[src/verilog/mipsCtrlPkg.sv]
package mipsCtrlPkg;

	localparam int OpWidth = 6;
	localparam int FunctWidth = 6;
	localparam int AluSelWidth = 3;

	// ALU operation select, datapath encoding
	localparam logic [AluSelWidth-1:0] AluAdd = 3'd1;
	localparam logic [AluSelWidth-1:0] AluSub = 3'd2;
	localparam logic [AluSelWidth-1:0] AluAnd = 3'd3;
	localparam logic [AluSelWidth-1:0] AluXor = 3'd6;

	typedef enum logic [OpWidth-1:0] {
		OP_RTYPE = 6'h00,	// funct field selects the operation
		OP_J = 6'h02,
		OP_BEQ = 6'h04,
		OP_BNE = 6'h05,
		OP_LUI = 6'h0f,
		OP_LW = 6'h23,
		OP_SW = 6'h2b
	} opCodeT;

	typedef enum logic [FunctWidth-1:0] {
		FUNCT_NOP = 6'h00,
		FUNCT_BREAK = 6'h0d,
		FUNCT_ADD = 6'h20,
		FUNCT_SUB = 6'h22,
		FUNCT_AND = 6'h24,
		FUNCT_XOR = 6'h26
	} functT;

	typedef enum logic [3:0] {
		CLASS_ADD, CLASS_AND, CLASS_SUB, CLASS_XOR, CLASS_NOP, CLASS_BREAK,
		CLASS_BEQ, CLASS_BNE, CLASS_LW, CLASS_SW, CLASS_LUI, CLASS_J,
		CLASS_ILLEGAL
	} instrClassT;

	typedef enum logic [4:0] {
		RESET, FETCH, FETCH_WAIT1, FETCH_WAIT2, DECODE,
		ALU_ADD, ALU_AND, ALU_SUB, ALU_XOR, R_WRITE, NOP,
		BRANCH_EQ, BRANCH_NE, JUMP, LUI,
		LW_ADDR, LW_READ, LW_WAIT1, LW_WAIT2, LW_WRITE,
		SW_ADDR, SW_WRITE, HALT
	} ctrlStateT;

	typedef struct packed {
		logic pcLoad;
		logic [1:0] pcSource;		// 0 alu, 1 aluOut, 2 jump target
		logic memWrite;
		logic iOrD;			// 1 selects data address
		logic irWrite;
		logic regWrite;
		logic [1:0] regDst;		// 0 rt, 1 rd
		logic [1:0] memToReg;		// 0 aluOut, 1 mdr, 2 immediate
		logic [AluSelWidth-1:0] aluSel;
		logic aluSrcA;			// 0 pc, 1 A
		logic [1:0] aluSrcB;		// 0 B, 1 four, 2 imm, 3 imm << 2
		logic aLoad;
		logic bLoad;
		logic mdrLoad;
		logic aluOutLoad;
		logic datapathReset;
	} ctrlWordT;

endpackage

[src/verilog/opDecoder.sv]
`timescale 1ns/1ps

module opDecoder (
	input mipsCtrlPkg::opCodeT op,
	input mipsCtrlPkg::functT funct,
	output mipsCtrlPkg::instrClassT instrClass
);

	always_comb
	begin
		instrClass = mipsCtrlPkg::CLASS_ILLEGAL;	// anything unlisted halts
		case (op)
			mipsCtrlPkg::OP_RTYPE:
			begin
				case (funct)
					mipsCtrlPkg::FUNCT_ADD:
						instrClass = mipsCtrlPkg::CLASS_ADD;
					mipsCtrlPkg::FUNCT_AND:
						instrClass = mipsCtrlPkg::CLASS_AND;
					mipsCtrlPkg::FUNCT_SUB:
						instrClass = mipsCtrlPkg::CLASS_SUB;
					mipsCtrlPkg::FUNCT_XOR:
						instrClass = mipsCtrlPkg::CLASS_XOR;
					mipsCtrlPkg::FUNCT_NOP:
						instrClass = mipsCtrlPkg::CLASS_NOP;
					mipsCtrlPkg::FUNCT_BREAK:
						instrClass = mipsCtrlPkg::CLASS_BREAK;
					default:
						instrClass = mipsCtrlPkg::CLASS_ILLEGAL;
				endcase
			end
			mipsCtrlPkg::OP_BEQ:
				instrClass = mipsCtrlPkg::CLASS_BEQ;
			mipsCtrlPkg::OP_BNE:
				instrClass = mipsCtrlPkg::CLASS_BNE;
			mipsCtrlPkg::OP_LW:
				instrClass = mipsCtrlPkg::CLASS_LW;
			mipsCtrlPkg::OP_SW:
				instrClass = mipsCtrlPkg::CLASS_SW;
			mipsCtrlPkg::OP_LUI:
				instrClass = mipsCtrlPkg::CLASS_LUI;
			mipsCtrlPkg::OP_J:
				instrClass = mipsCtrlPkg::CLASS_J;
			default:
				instrClass = mipsCtrlPkg::CLASS_ILLEGAL;
		endcase
	end

	// an unknown class would let the sequencer wander off the decode table
	always_comb
	begin
		classKnown: assert (!$isunknown(instrClass))
			else $error("opDecoder: instrClass is unknown at %0t", $time);
	end

endmodule

[src/verilog/controlFsm.sv]
`timescale 1ns/1ps

module controlFsm (
	input logic Clk,
	input logic Reset_signal,
	input mipsCtrlPkg::instrClassT instrClass,
	output mipsCtrlPkg::ctrlStateT state
);

	mipsCtrlPkg::ctrlStateT nextState;

	always_ff @(posedge Clk or posedge Reset_signal)
	begin
		if (Reset_signal)
			state <= mipsCtrlPkg::RESET;
		else
			state <= nextState;
	end

	always_comb
	begin
		nextState = mipsCtrlPkg::RESET;	// stray encodings restart the machine
		case (state)
			mipsCtrlPkg::RESET:
				nextState = mipsCtrlPkg::FETCH;
			mipsCtrlPkg::FETCH:
				nextState = mipsCtrlPkg::FETCH_WAIT1;
			mipsCtrlPkg::FETCH_WAIT1:
				nextState = mipsCtrlPkg::FETCH_WAIT2;	// memory latency
			mipsCtrlPkg::FETCH_WAIT2:
				nextState = mipsCtrlPkg::DECODE;
			mipsCtrlPkg::DECODE:
			begin
				// instruction register is stable here, class picks the path
				case (instrClass)
					mipsCtrlPkg::CLASS_ADD:
						nextState = mipsCtrlPkg::ALU_ADD;
					mipsCtrlPkg::CLASS_AND:
						nextState = mipsCtrlPkg::ALU_AND;
					mipsCtrlPkg::CLASS_SUB:
						nextState = mipsCtrlPkg::ALU_SUB;
					mipsCtrlPkg::CLASS_XOR:
						nextState = mipsCtrlPkg::ALU_XOR;
					mipsCtrlPkg::CLASS_NOP:
						nextState = mipsCtrlPkg::NOP;
					mipsCtrlPkg::CLASS_BEQ:
						nextState = mipsCtrlPkg::BRANCH_EQ;
					mipsCtrlPkg::CLASS_BNE:
						nextState = mipsCtrlPkg::BRANCH_NE;
					mipsCtrlPkg::CLASS_LW:
						nextState = mipsCtrlPkg::LW_ADDR;
					mipsCtrlPkg::CLASS_SW:
						nextState = mipsCtrlPkg::SW_ADDR;
					mipsCtrlPkg::CLASS_LUI:
						nextState = mipsCtrlPkg::LUI;
					mipsCtrlPkg::CLASS_J:
						nextState = mipsCtrlPkg::JUMP;
					default:
						nextState = mipsCtrlPkg::HALT;	// break and illegal
				endcase
			end
			mipsCtrlPkg::ALU_ADD,
			mipsCtrlPkg::ALU_AND,
			mipsCtrlPkg::ALU_SUB,
			mipsCtrlPkg::ALU_XOR:
				nextState = mipsCtrlPkg::R_WRITE;
			mipsCtrlPkg::R_WRITE,
			mipsCtrlPkg::NOP,
			mipsCtrlPkg::BRANCH_EQ,
			mipsCtrlPkg::BRANCH_NE,
			mipsCtrlPkg::JUMP,
			mipsCtrlPkg::LUI:
				nextState = mipsCtrlPkg::FETCH;
			mipsCtrlPkg::LW_ADDR:
				nextState = mipsCtrlPkg::LW_READ;
			mipsCtrlPkg::LW_READ:
				nextState = mipsCtrlPkg::LW_WAIT1;
			mipsCtrlPkg::LW_WAIT1:
				nextState = mipsCtrlPkg::LW_WAIT2;
			mipsCtrlPkg::LW_WAIT2:
				nextState = mipsCtrlPkg::LW_WRITE;
			mipsCtrlPkg::LW_WRITE:
				nextState = mipsCtrlPkg::FETCH;
			mipsCtrlPkg::SW_ADDR:
				nextState = mipsCtrlPkg::SW_WRITE;
			mipsCtrlPkg::SW_WRITE:
				nextState = mipsCtrlPkg::FETCH;
			mipsCtrlPkg::HALT:
				nextState = mipsCtrlPkg::HALT;	// only reset gets out
			default:
				nextState = mipsCtrlPkg::RESET;
		endcase
	end

	decodeToExecute: assert property (@(posedge Clk) disable iff (Reset_signal)
		state == mipsCtrlPkg::DECODE |=> !(state inside {mipsCtrlPkg::RESET,
			mipsCtrlPkg::FETCH, mipsCtrlPkg::FETCH_WAIT1, mipsCtrlPkg::FETCH_WAIT2,
			mipsCtrlPkg::DECODE}))
		else $error("controlFsm: DECODE not followed by an execute state at %0t", $time);

	haltHolds: assert property (@(posedge Clk) disable iff (Reset_signal)
		state == mipsCtrlPkg::HALT |=> state == mipsCtrlPkg::HALT)
		else $error("controlFsm: HALT left without reset at %0t", $time);

endmodule

[src/verilog/controlWordGen.sv]
`timescale 1ns/1ps

module controlWordGen (
	input mipsCtrlPkg::ctrlStateT state,
	input logic aluZero,
	output mipsCtrlPkg::ctrlWordT ctrl
);

	mipsCtrlPkg::ctrlWordT tableWord;	// pure Moore part
	logic branchTaken;

	always_comb
	begin
		tableWord = '0;
		case (state)
			mipsCtrlPkg::RESET:
				tableWord.datapathReset = 1'b1;
			mipsCtrlPkg::FETCH,
			mipsCtrlPkg::FETCH_WAIT1:
			begin
				tableWord.aluSel = mipsCtrlPkg::AluAdd;	// pc + 4 on the alu
				tableWord.aluSrcB = 2'b01;
			end
			mipsCtrlPkg::FETCH_WAIT2:
			begin
				// memory data is ready, capture it and step the pc
				tableWord.aluSel = mipsCtrlPkg::AluAdd;
				tableWord.aluSrcB = 2'b01;
				tableWord.pcLoad = 1'b1;
				tableWord.irWrite = 1'b1;
				tableWord.mdrLoad = 1'b1;
			end
			mipsCtrlPkg::DECODE:
			begin
				tableWord.aluSel = mipsCtrlPkg::AluAdd;	// branch target
				tableWord.aluSrcB = 2'b11;
				tableWord.aLoad = 1'b1;
				tableWord.bLoad = 1'b1;
				tableWord.aluOutLoad = 1'b1;
			end
			mipsCtrlPkg::ALU_ADD,
			mipsCtrlPkg::ALU_AND,
			mipsCtrlPkg::ALU_SUB,
			mipsCtrlPkg::ALU_XOR:
			begin
				tableWord.aluSrcA = 1'b1;	// A op B
				tableWord.aluOutLoad = 1'b1;
				case (state)
					mipsCtrlPkg::ALU_AND:
						tableWord.aluSel = mipsCtrlPkg::AluAnd;
					mipsCtrlPkg::ALU_SUB:
						tableWord.aluSel = mipsCtrlPkg::AluSub;
					mipsCtrlPkg::ALU_XOR:
						tableWord.aluSel = mipsCtrlPkg::AluXor;
					default:
						tableWord.aluSel = mipsCtrlPkg::AluAdd;
				endcase
			end
			mipsCtrlPkg::R_WRITE:
			begin
				tableWord.regWrite = 1'b1;
				tableWord.regDst = 2'b01;	// rd
			end
			mipsCtrlPkg::BRANCH_EQ,
			mipsCtrlPkg::BRANCH_NE:
			begin
				tableWord.aluSel = mipsCtrlPkg::AluSub;	// compare A and B
				tableWord.aluSrcA = 1'b1;
				tableWord.pcSource = 2'b01;	// target held in aluOut
			end
			mipsCtrlPkg::JUMP:
			begin
				tableWord.pcLoad = 1'b1;
				tableWord.pcSource = 2'b10;
			end
			mipsCtrlPkg::LUI:
			begin
				tableWord.regWrite = 1'b1;
				tableWord.memToReg = 2'b10;	// upper immediate into rt
			end
			mipsCtrlPkg::LW_ADDR,
			mipsCtrlPkg::SW_ADDR:
			begin
				tableWord.aluSel = mipsCtrlPkg::AluAdd;	// base plus offset
				tableWord.aluSrcA = 1'b1;
				tableWord.aluSrcB = 2'b10;
				tableWord.aluOutLoad = 1'b1;
			end
			mipsCtrlPkg::LW_READ,
			mipsCtrlPkg::LW_WAIT1,
			mipsCtrlPkg::LW_WAIT2:
			begin
				tableWord.iOrD = 1'b1;
				tableWord.mdrLoad = 1'b1;	// keep sampling until data settles
			end
			mipsCtrlPkg::LW_WRITE:
			begin
				tableWord.regWrite = 1'b1;
				tableWord.memToReg = 2'b01;
			end
			mipsCtrlPkg::SW_WRITE:
			begin
				tableWord.memWrite = 1'b1;
				tableWord.iOrD = 1'b1;
			end
			default:
				tableWord = '0;	// NOP and HALT drive nothing
		endcase
	end

	// the only Mealy path, alu zero of the compare gates the pc
	always_comb
	begin
		branchTaken = 1'b0;
		if (state == mipsCtrlPkg::BRANCH_EQ)
			branchTaken = aluZero;
		else if (state == mipsCtrlPkg::BRANCH_NE)
			branchTaken = ~aluZero;
	end

	always_comb
	begin
		ctrl = tableWord;
		ctrl.pcLoad = tableWord.pcLoad | branchTaken;
	end

	always_comb
	begin
		noMemRegClash: assert (!(ctrl.memWrite && ctrl.regWrite))
			else $error("controlWordGen: memWrite with regWrite at %0t", $time);
		resetOnlyInReset: assert (ctrl.datapathReset == (state == mipsCtrlPkg::RESET))
			else $error("controlWordGen: datapathReset outside RESET at %0t", $time);
	end

endmodule

[src/verilog/mipsControl.sv]
`timescale 1ns/1ps

module mipsControl (
	input logic Clk,
	input logic Reset_signal,
	input mipsCtrlPkg::opCodeT op,
	input mipsCtrlPkg::functT funct,
	input logic aluZero,
	output mipsCtrlPkg::ctrlWordT ctrl,
	output mipsCtrlPkg::ctrlStateT stateOut,
	output logic halted
);

	mipsCtrlPkg::instrClassT instrClass;
	mipsCtrlPkg::ctrlStateT state;

	opDecoder decoder (
		.op(op),
		.funct(funct),
		.instrClass(instrClass)
	);

	controlFsm sequencer (
		.Clk(Clk),
		.Reset_signal(Reset_signal),
		.instrClass(instrClass),
		.state(state)
	);

	controlWordGen wordGen (
		.state(state),
		.aluZero(aluZero),
		.ctrl(ctrl)
	);

	assign stateOut = state;
	assign halted = (state == mipsCtrlPkg::HALT);	// break or illegal code

endmodule

[config.mk]
export PLATFORM = sky130hd
export DESIGN_NAME = mipsControl
export DESIGN_NICKNAME = d
export VERILOG_FILES = /design/src/verilog/mipsCtrlPkg.sv /design/src/verilog/opDecoder.sv /design/src/verilog/controlFsm.sv /design/src/verilog/controlWordGen.sv /design/src/verilog/mipsControl.sv
export SDC_FILE = /design/constraint.sdc
export NUM_CORES = 1
export LEC_CHECK = 0
export ABC_AREA = 1
export BUFFER_PORTS_ARGS = -buffer_cell sky130_fd_sc_hd__buf_2
export CORE_MARGIN = 4
export CORE_UTILIZATION = 39
export CTS_BUF_LIST = sky130_fd_sc_hd__clkbuf_4 sky130_fd_sc_hd__clkbuf_8
export DETAILED_ROUTE_END_ITERATION = 16
export PLACE_DENSITY = 0.7
export RECOVER_POWER = 25
export SYNTH_ARGS = -nofsm -noshare
export SYNTH_HDL_FRONTEND = slang
export SYNTH_SLANG_ARGS = --single-unit
[constraint.sdc]
create_clock -name Clk -period 1.8 [get_ports Clk]
set_input_delay 0.09 -clock Clk [delete_from_list [all_inputs] [get_ports Clk]]
set_output_delay 0.09 -clock Clk [all_outputs]
set_load 0.02 [all_outputs]
==> Word level (Yosys, flattened, before mapping) <==
Memories as Yosys holds them, arrays and structs flattened.
Cells that the tools add are included.
{ "totals": {"regBits": 5, "romBits": 80, "in_bits": 15, "out_inout_bits": 28, "n_memories": 1} }
{ "classes": {"eq_ne": 33, "muxes": 21, "n_bitwise": 2, "reduce_logical": 15} }
{ "memory_table": {"columns": ["memory", "depth", "width", "read_ports", "rd_ports_with_merged_regs", "wr", "line_no", "text"], "rows": [
  ["(no name shown)", 16, 5, 1, 0, 0, "controlFsm.sv:35", "case (instrClass)"]
]} }
{ "op_table": {"columns": ["cell", "count"], "rows": [
  ["$pmux W5 S12", 1],
  ["$eq A5 B4 Y1 const B", 8],
  ["$eq A6 B6 Y1 const B", 6],
  ["$eq A5 B5 Y1 const B", 7],
  ["$pmux W4 S7", 1],
  ["$pmux W4 S6", 1],
  ["$eq A5 B3 Y1 const B", 4],
  ["$pmux W3 S3", 2],
  ["$eq A6 B3 Y1 const B", 2],
  ["$eq A6 B4 Y1 const B", 2],
  ["$logic_not A6 Y1", 2],
  ["$mux W1", 12],
  ["$reduce_or A4 Y1", 3],
  ["$eq A5 B2 Y1 const B", 2],
  ["$reduce_or A9 Y1", 1],
  ["$pmux W2 S2", 2],
  ["$reduce_or A8 Y1", 1],
  ["$reduce_or A7 Y1", 1],
  ["$eq A6 B2 Y1 const B", 1],
  ["$pmux W2 S3", 1],
  ["$reduce_or A2 Y1", 3],
  ["$reduce_or A3 Y1", 2],
  ["$reduce_or A6 Y1", 1],
  ["$eq A5 B1 Y1 const B", 1],
  ["other kinds (4)", 4]
]} }

==> Longest topological paths before layout <==
An unclocked memory read counts as a cell.
{ "depth": {"word_depth": 5, "depth_mapped": 14} }

==> Hierarchy <==
Synthesis repeated with hierarchy kept, for this count alone.
{ "hier_totals": {"cells_unflattened": 236, "hier_area_um2": 1227.4} }
{ "modules_own_cells": {"columns": ["module", "n_inst", "cells_each", "area_per_inst_um2"], "rows": [
  ["controlFsm", 1, 91, 535.5],
  ["controlWordGen", 1, 78, 362.8],
  ["opDecoder", 1, 62, 301.5],
  ["mipsControl", 1, 5, 27.5]
]} }

==> Worst setup path after synthesis <==
No wires, ideal clock.
{ "synth_path": {"path_kind": "register to output", "start": "register sequencer.state[1]", "end": "output ctrl[8] in the netlist's numbering", "arrival_time_ps": 1680, "t_required_ps": 1710, "path_slack_ps": 30, "stages_incl_launch_ff": 7, "path_buffers": 0, "path_cell_list": "dfrtp_1 -> inv_2 -> nand2_4 -> inv_2 -> o31ai_1 -> a31oi_1 -> nand2_1"} }
{ "synth_rtl": {"columns": ["item", "line_no", "text"], "rows": [
  ["start: declaration", "controlFsm.sv:7", "output mipsCtrlPkg::ctrlStateT state"],
  ["start signal: assignment", "controlFsm.sv:15", "state <= mipsCtrlPkg::RESET;"],
  ["start signal: assignment", "controlFsm.sv:17", "state <= nextState;"],
  ["end: declaration", "mipsControl.sv:9", "output mipsCtrlPkg::ctrlWordT ctrl,"]
]} }

==> summary.md <==
| Metric | Value |
|---|---|
| Status | `finished clean` |
| Count of final max-slew check failures | `0` |
| Root buffer cell | `clkbuf_4` |
| Starting Density | `between 40% and 50%` |
| Crit-path max cell delay | `440 ps` |
| Setup ws final | `just under 90 ps` |
| Sink Count | `5` |
| Buffers on Ports | `between 40 and 50` |
| Worst-path fanout max | `6` |
| Layout cell share with drive strength beyond 1 | `between 30 and 40%` |
| Period minus WS final | `between 1500 and 2000 ps` |
| Synth cell types | `30` |
| Internal cell power | `0.000654 W` |
| Die W | `58.9 um` |
| Commonest non-fill, non-tap cell in the layout | `nand2_1` |
| Post-synth top area share | `15.6%` |
| Seq/Total Area, Yosys | `about 12%` |
| Final setup violation count | `0` |
| Largest cells by area after synthesis | `nand2_1 16%, dfrtp_1 12%, nor2_1 11%` |
| Maximum VDD drop | `0.000824 V` |
| Largest net degree at the start of global routing | `9` |
| Vias in the first global route | `between 1000 and 1500` |
| Layout Nets | `around 250` |
| Max Clk Rate | `between 500 and 600 MHz` |
| DP Worst Slack | `approximately 160 ps` |
| Leakage | `0.798 nW` |
| CTS clk-pin slew, worst paths | `~40 ps` |
| Gr usage total | `around 16%` |
| Top reg by flops | `sequencer.state` |
| First drt pass iteration count | `5` |
| Arrival time worst endpoint | `1620 ps` |
| NetSw | `roughly 0.00087 W` |
| DRC violations left | `0` |
| Largest registers | `sequencer.state (5)` |
| Startpoint types | `register` |
| Synth Warn # | `0` |
| PwrDens | `between 1000 and 1500 mW/mm^2` |
| Syn Inst Count | `between 150 and 200` |
| Worst skew pair latency | `between 200 and 250 ps` |
| Cell mode on critical path | `inv_2` |
| H-tree Lvls | `1` |
| HPWL Detailed | `roughly 2.2 mm` |
| Initial antenna violation count | `0` |
| Fin util | `approximately 54%` |
| Rows | `18` |
| WL final | `~2.6 mm` |
| N_diodes | `0` |
| Synth Cell Area | `slightly above 0.001 sq mm` |
| Hold Crit Class | `input pin to asynchronous set/reset pin` |
| Die Span Y | `~59 um` |
| First-pass GRT wire length | `between 4 and 5 mm` |
| Post-DP Area | `0.00125 sq mm` |
| Remaining Overflow, GRT | `0` |
| Seq pwr share | `15.5%` |
| Via count | `roughly 1300` |
| Max reg flops | `5` |
| Tot Pwr | `between 0.0015 and 0.002 W` |
| Clock power share | `9.5%` |
| FF+latch count, synth | `5` |
| Cell taking the most area after synthesis | `nand2_1` |
| CTS tree | `yes` |
| Max-cap violations | `0` |
| CP Data Required Time | `1710 ps` |
| Io pins | `43` |
| Part of the cycle the worst path needs | `a little over nine tenths` |
| Sw Ratio | `between 50% and 60%` |
| CTS Buf Count | `3` |
| Clk_skew | `~2.5 ps` |
| GPL Wtd Cong | `between 0.9 and 1` |
| Clock buffer depth | `2` |
| Comb power frac | `75.0%` |
| CP Buf/Inv Count | `4` |
| CP top delay family | `simple AND/OR/NAND/NOR gates` |
| Filler Cell Count | `257` |
| ANT nets after route | `0` |
| Area grow syn2layout | `33.3%` |
| Average wire per standard cell | `a little over 10 um` |
| Number of vias per cell | `approximately 4.9` |
| Crit. End Element | `primary output` |
| Synthesized Nets | `199` |
| Syn_area_per_cell | `~5.7 sq um` |
| Commonest non-fill, non-tap cells in the layout | `41 x nand2_1, 39 x buf_2, 27 x nor2_1` |
| Count of final hold-check violations | `0` |
| Die area | `approximately 0.0035 sq mm` |
| Slowest-stage cell, CP | `dfrtp_2` |
| Worst-path cell chain | `inv_2 > nand2_2 > nor2_4 > inv_2 > nor2_4 > inv_2 > o31ai_1 > a31oi_1 > nand2_1 > buf_6` |
| Crit path kind | `register to primary output` |
| Initial DRC count | `59` |
| Total core area | `0.00248 sq mm` |
| Final Cell Area | `0.00135 sq mm` |
==> Yosys cell counts, drive strengths merged <==
| cell type | instances |
|---|---|
| ha | 5 |
| nand3b | 1 |
| nand2 | 47 |
| o21ai | 8 |
| conb | 1 |
| o211ai | 1 |
| nand4 | 3 |
| nand3 | 17 |
| o221ai | 1 |
| inv | 34 |
| a2111o | 1 |
| o31ai | 2 |
| a21oi | 2 |
| nor3 | 9 |
| a31oi | 1 |
| dfrtp | 5 |
| nor4 | 1 |
| nor2 | 38 |
| buf | 2 |
==> final cells by class <==
| type | count | area [sq um] | share of cell area [%] |
|---|---|---|---|
| well taps | 30 | 37.5 | 2.78 |
| flip-flops and latches | 5 | 130 | 9.65 |
| repair buffers | 47 | 258 | 19.1 |
| clock buffers | 4 | 30.0 | 2.23 |
| inverters | 34 | 130 | 9.65 |
| multi-input cells | 138 | 763 | 56.6 |
==> through the flow <==
stage	setup TNS, ps	instances	hold slack (ps)
floorplan	0	179	-131
global placement	0	249	-5.14
detailed placement	0	249	-4.10
CTS	0	254	283
global route	-12.2	258	317
finish	0	258	288
==> worst register-to-register path, cell delays in order, from the launching register on <==
cell and delay, ps:
dfrtp_1 410, inv_1 120, nand2_4 150, inv_2 70, nand3_1 130, o21ai_2 90, nor2_2 100, nand3_1 100
nor2_1 140, nand2_1 70
==> logic make-up after synthesis <==
group | after synthesis | synth area share, %
fa+ha+maj | 5 | 6.18
flops | 5 | 12.4
buf+inv | 36 | 14.3
compound gates | 16 | 10.5
simple gates | 116 | 56.2
other cells | 1 | 0.370
==> power by group through the flow <==
stage / clock [W] / sequential (W) / combinational, W
2_1_floorplan: 0 / 0.000260 / 0.000693
3_3_place_gp: 0 / 0.000222 / 0.00105
3_5_place_dp: 0 / 0.000220 / 0.00105
4_1_cts: 0.000149 / 0.000219 / 0.00106
5_1_grt: 0.000163 / 0.000241 / 0.00125
6_report: 0.000144 / 0.000235 / 0.00114
==> path summary, 6_finish.rpt <==
path	startpoint	end	slack, ps	depth (start not counted)
worst max-delay path	sequencer.state[3]$_DFF_PP0_	ctrl[8]	90	10
worst min-delay path	Reset_signal	sequencer.state[0]$_DFF_PP0_	290	3
worst max register to register	sequencer.state[0]$_DFF_PP0_	sequencer.state[0]$_DFF_PP0_	310	9
worst min register to register	sequencer.state[1]$_DFF_PP0_	sequencer.state[0]$_DFF_PP0_	790	3
max in group asynchronous	Reset_signal	sequencer.state[3]$_DFF_PP0_	1320	3
min in group Clk	op[5]	sequencer.state[1]$_DFF_PP0_	290	5
==> per-layer routing <==
| metal | up-vias | GRT usage [%] | share of wire [%] |
|---|---|---|---|
| met5 | - | 0 | 0 |
| met4 | 0 | 7.44 | 1.1 |
| met3 | 4 | 1.97 | 8.2 |
| met2 | 48 | 27.3 | 50 |
| met1 | 552 | 18.6 | 41 |
| li1 | 667 | - | - |
==> repair_timing <==
item,4_1_cts,5_1_grt
setup buffers,0,4
hold buffers,1,0
endpoints found under the hold margin,5,0
resized for setup,1,13
setup endpoints to repair,1,7
gates cloned,0,0
pin swaps,0,2
No activity file was read; power rests on OpenSTA's default activity.
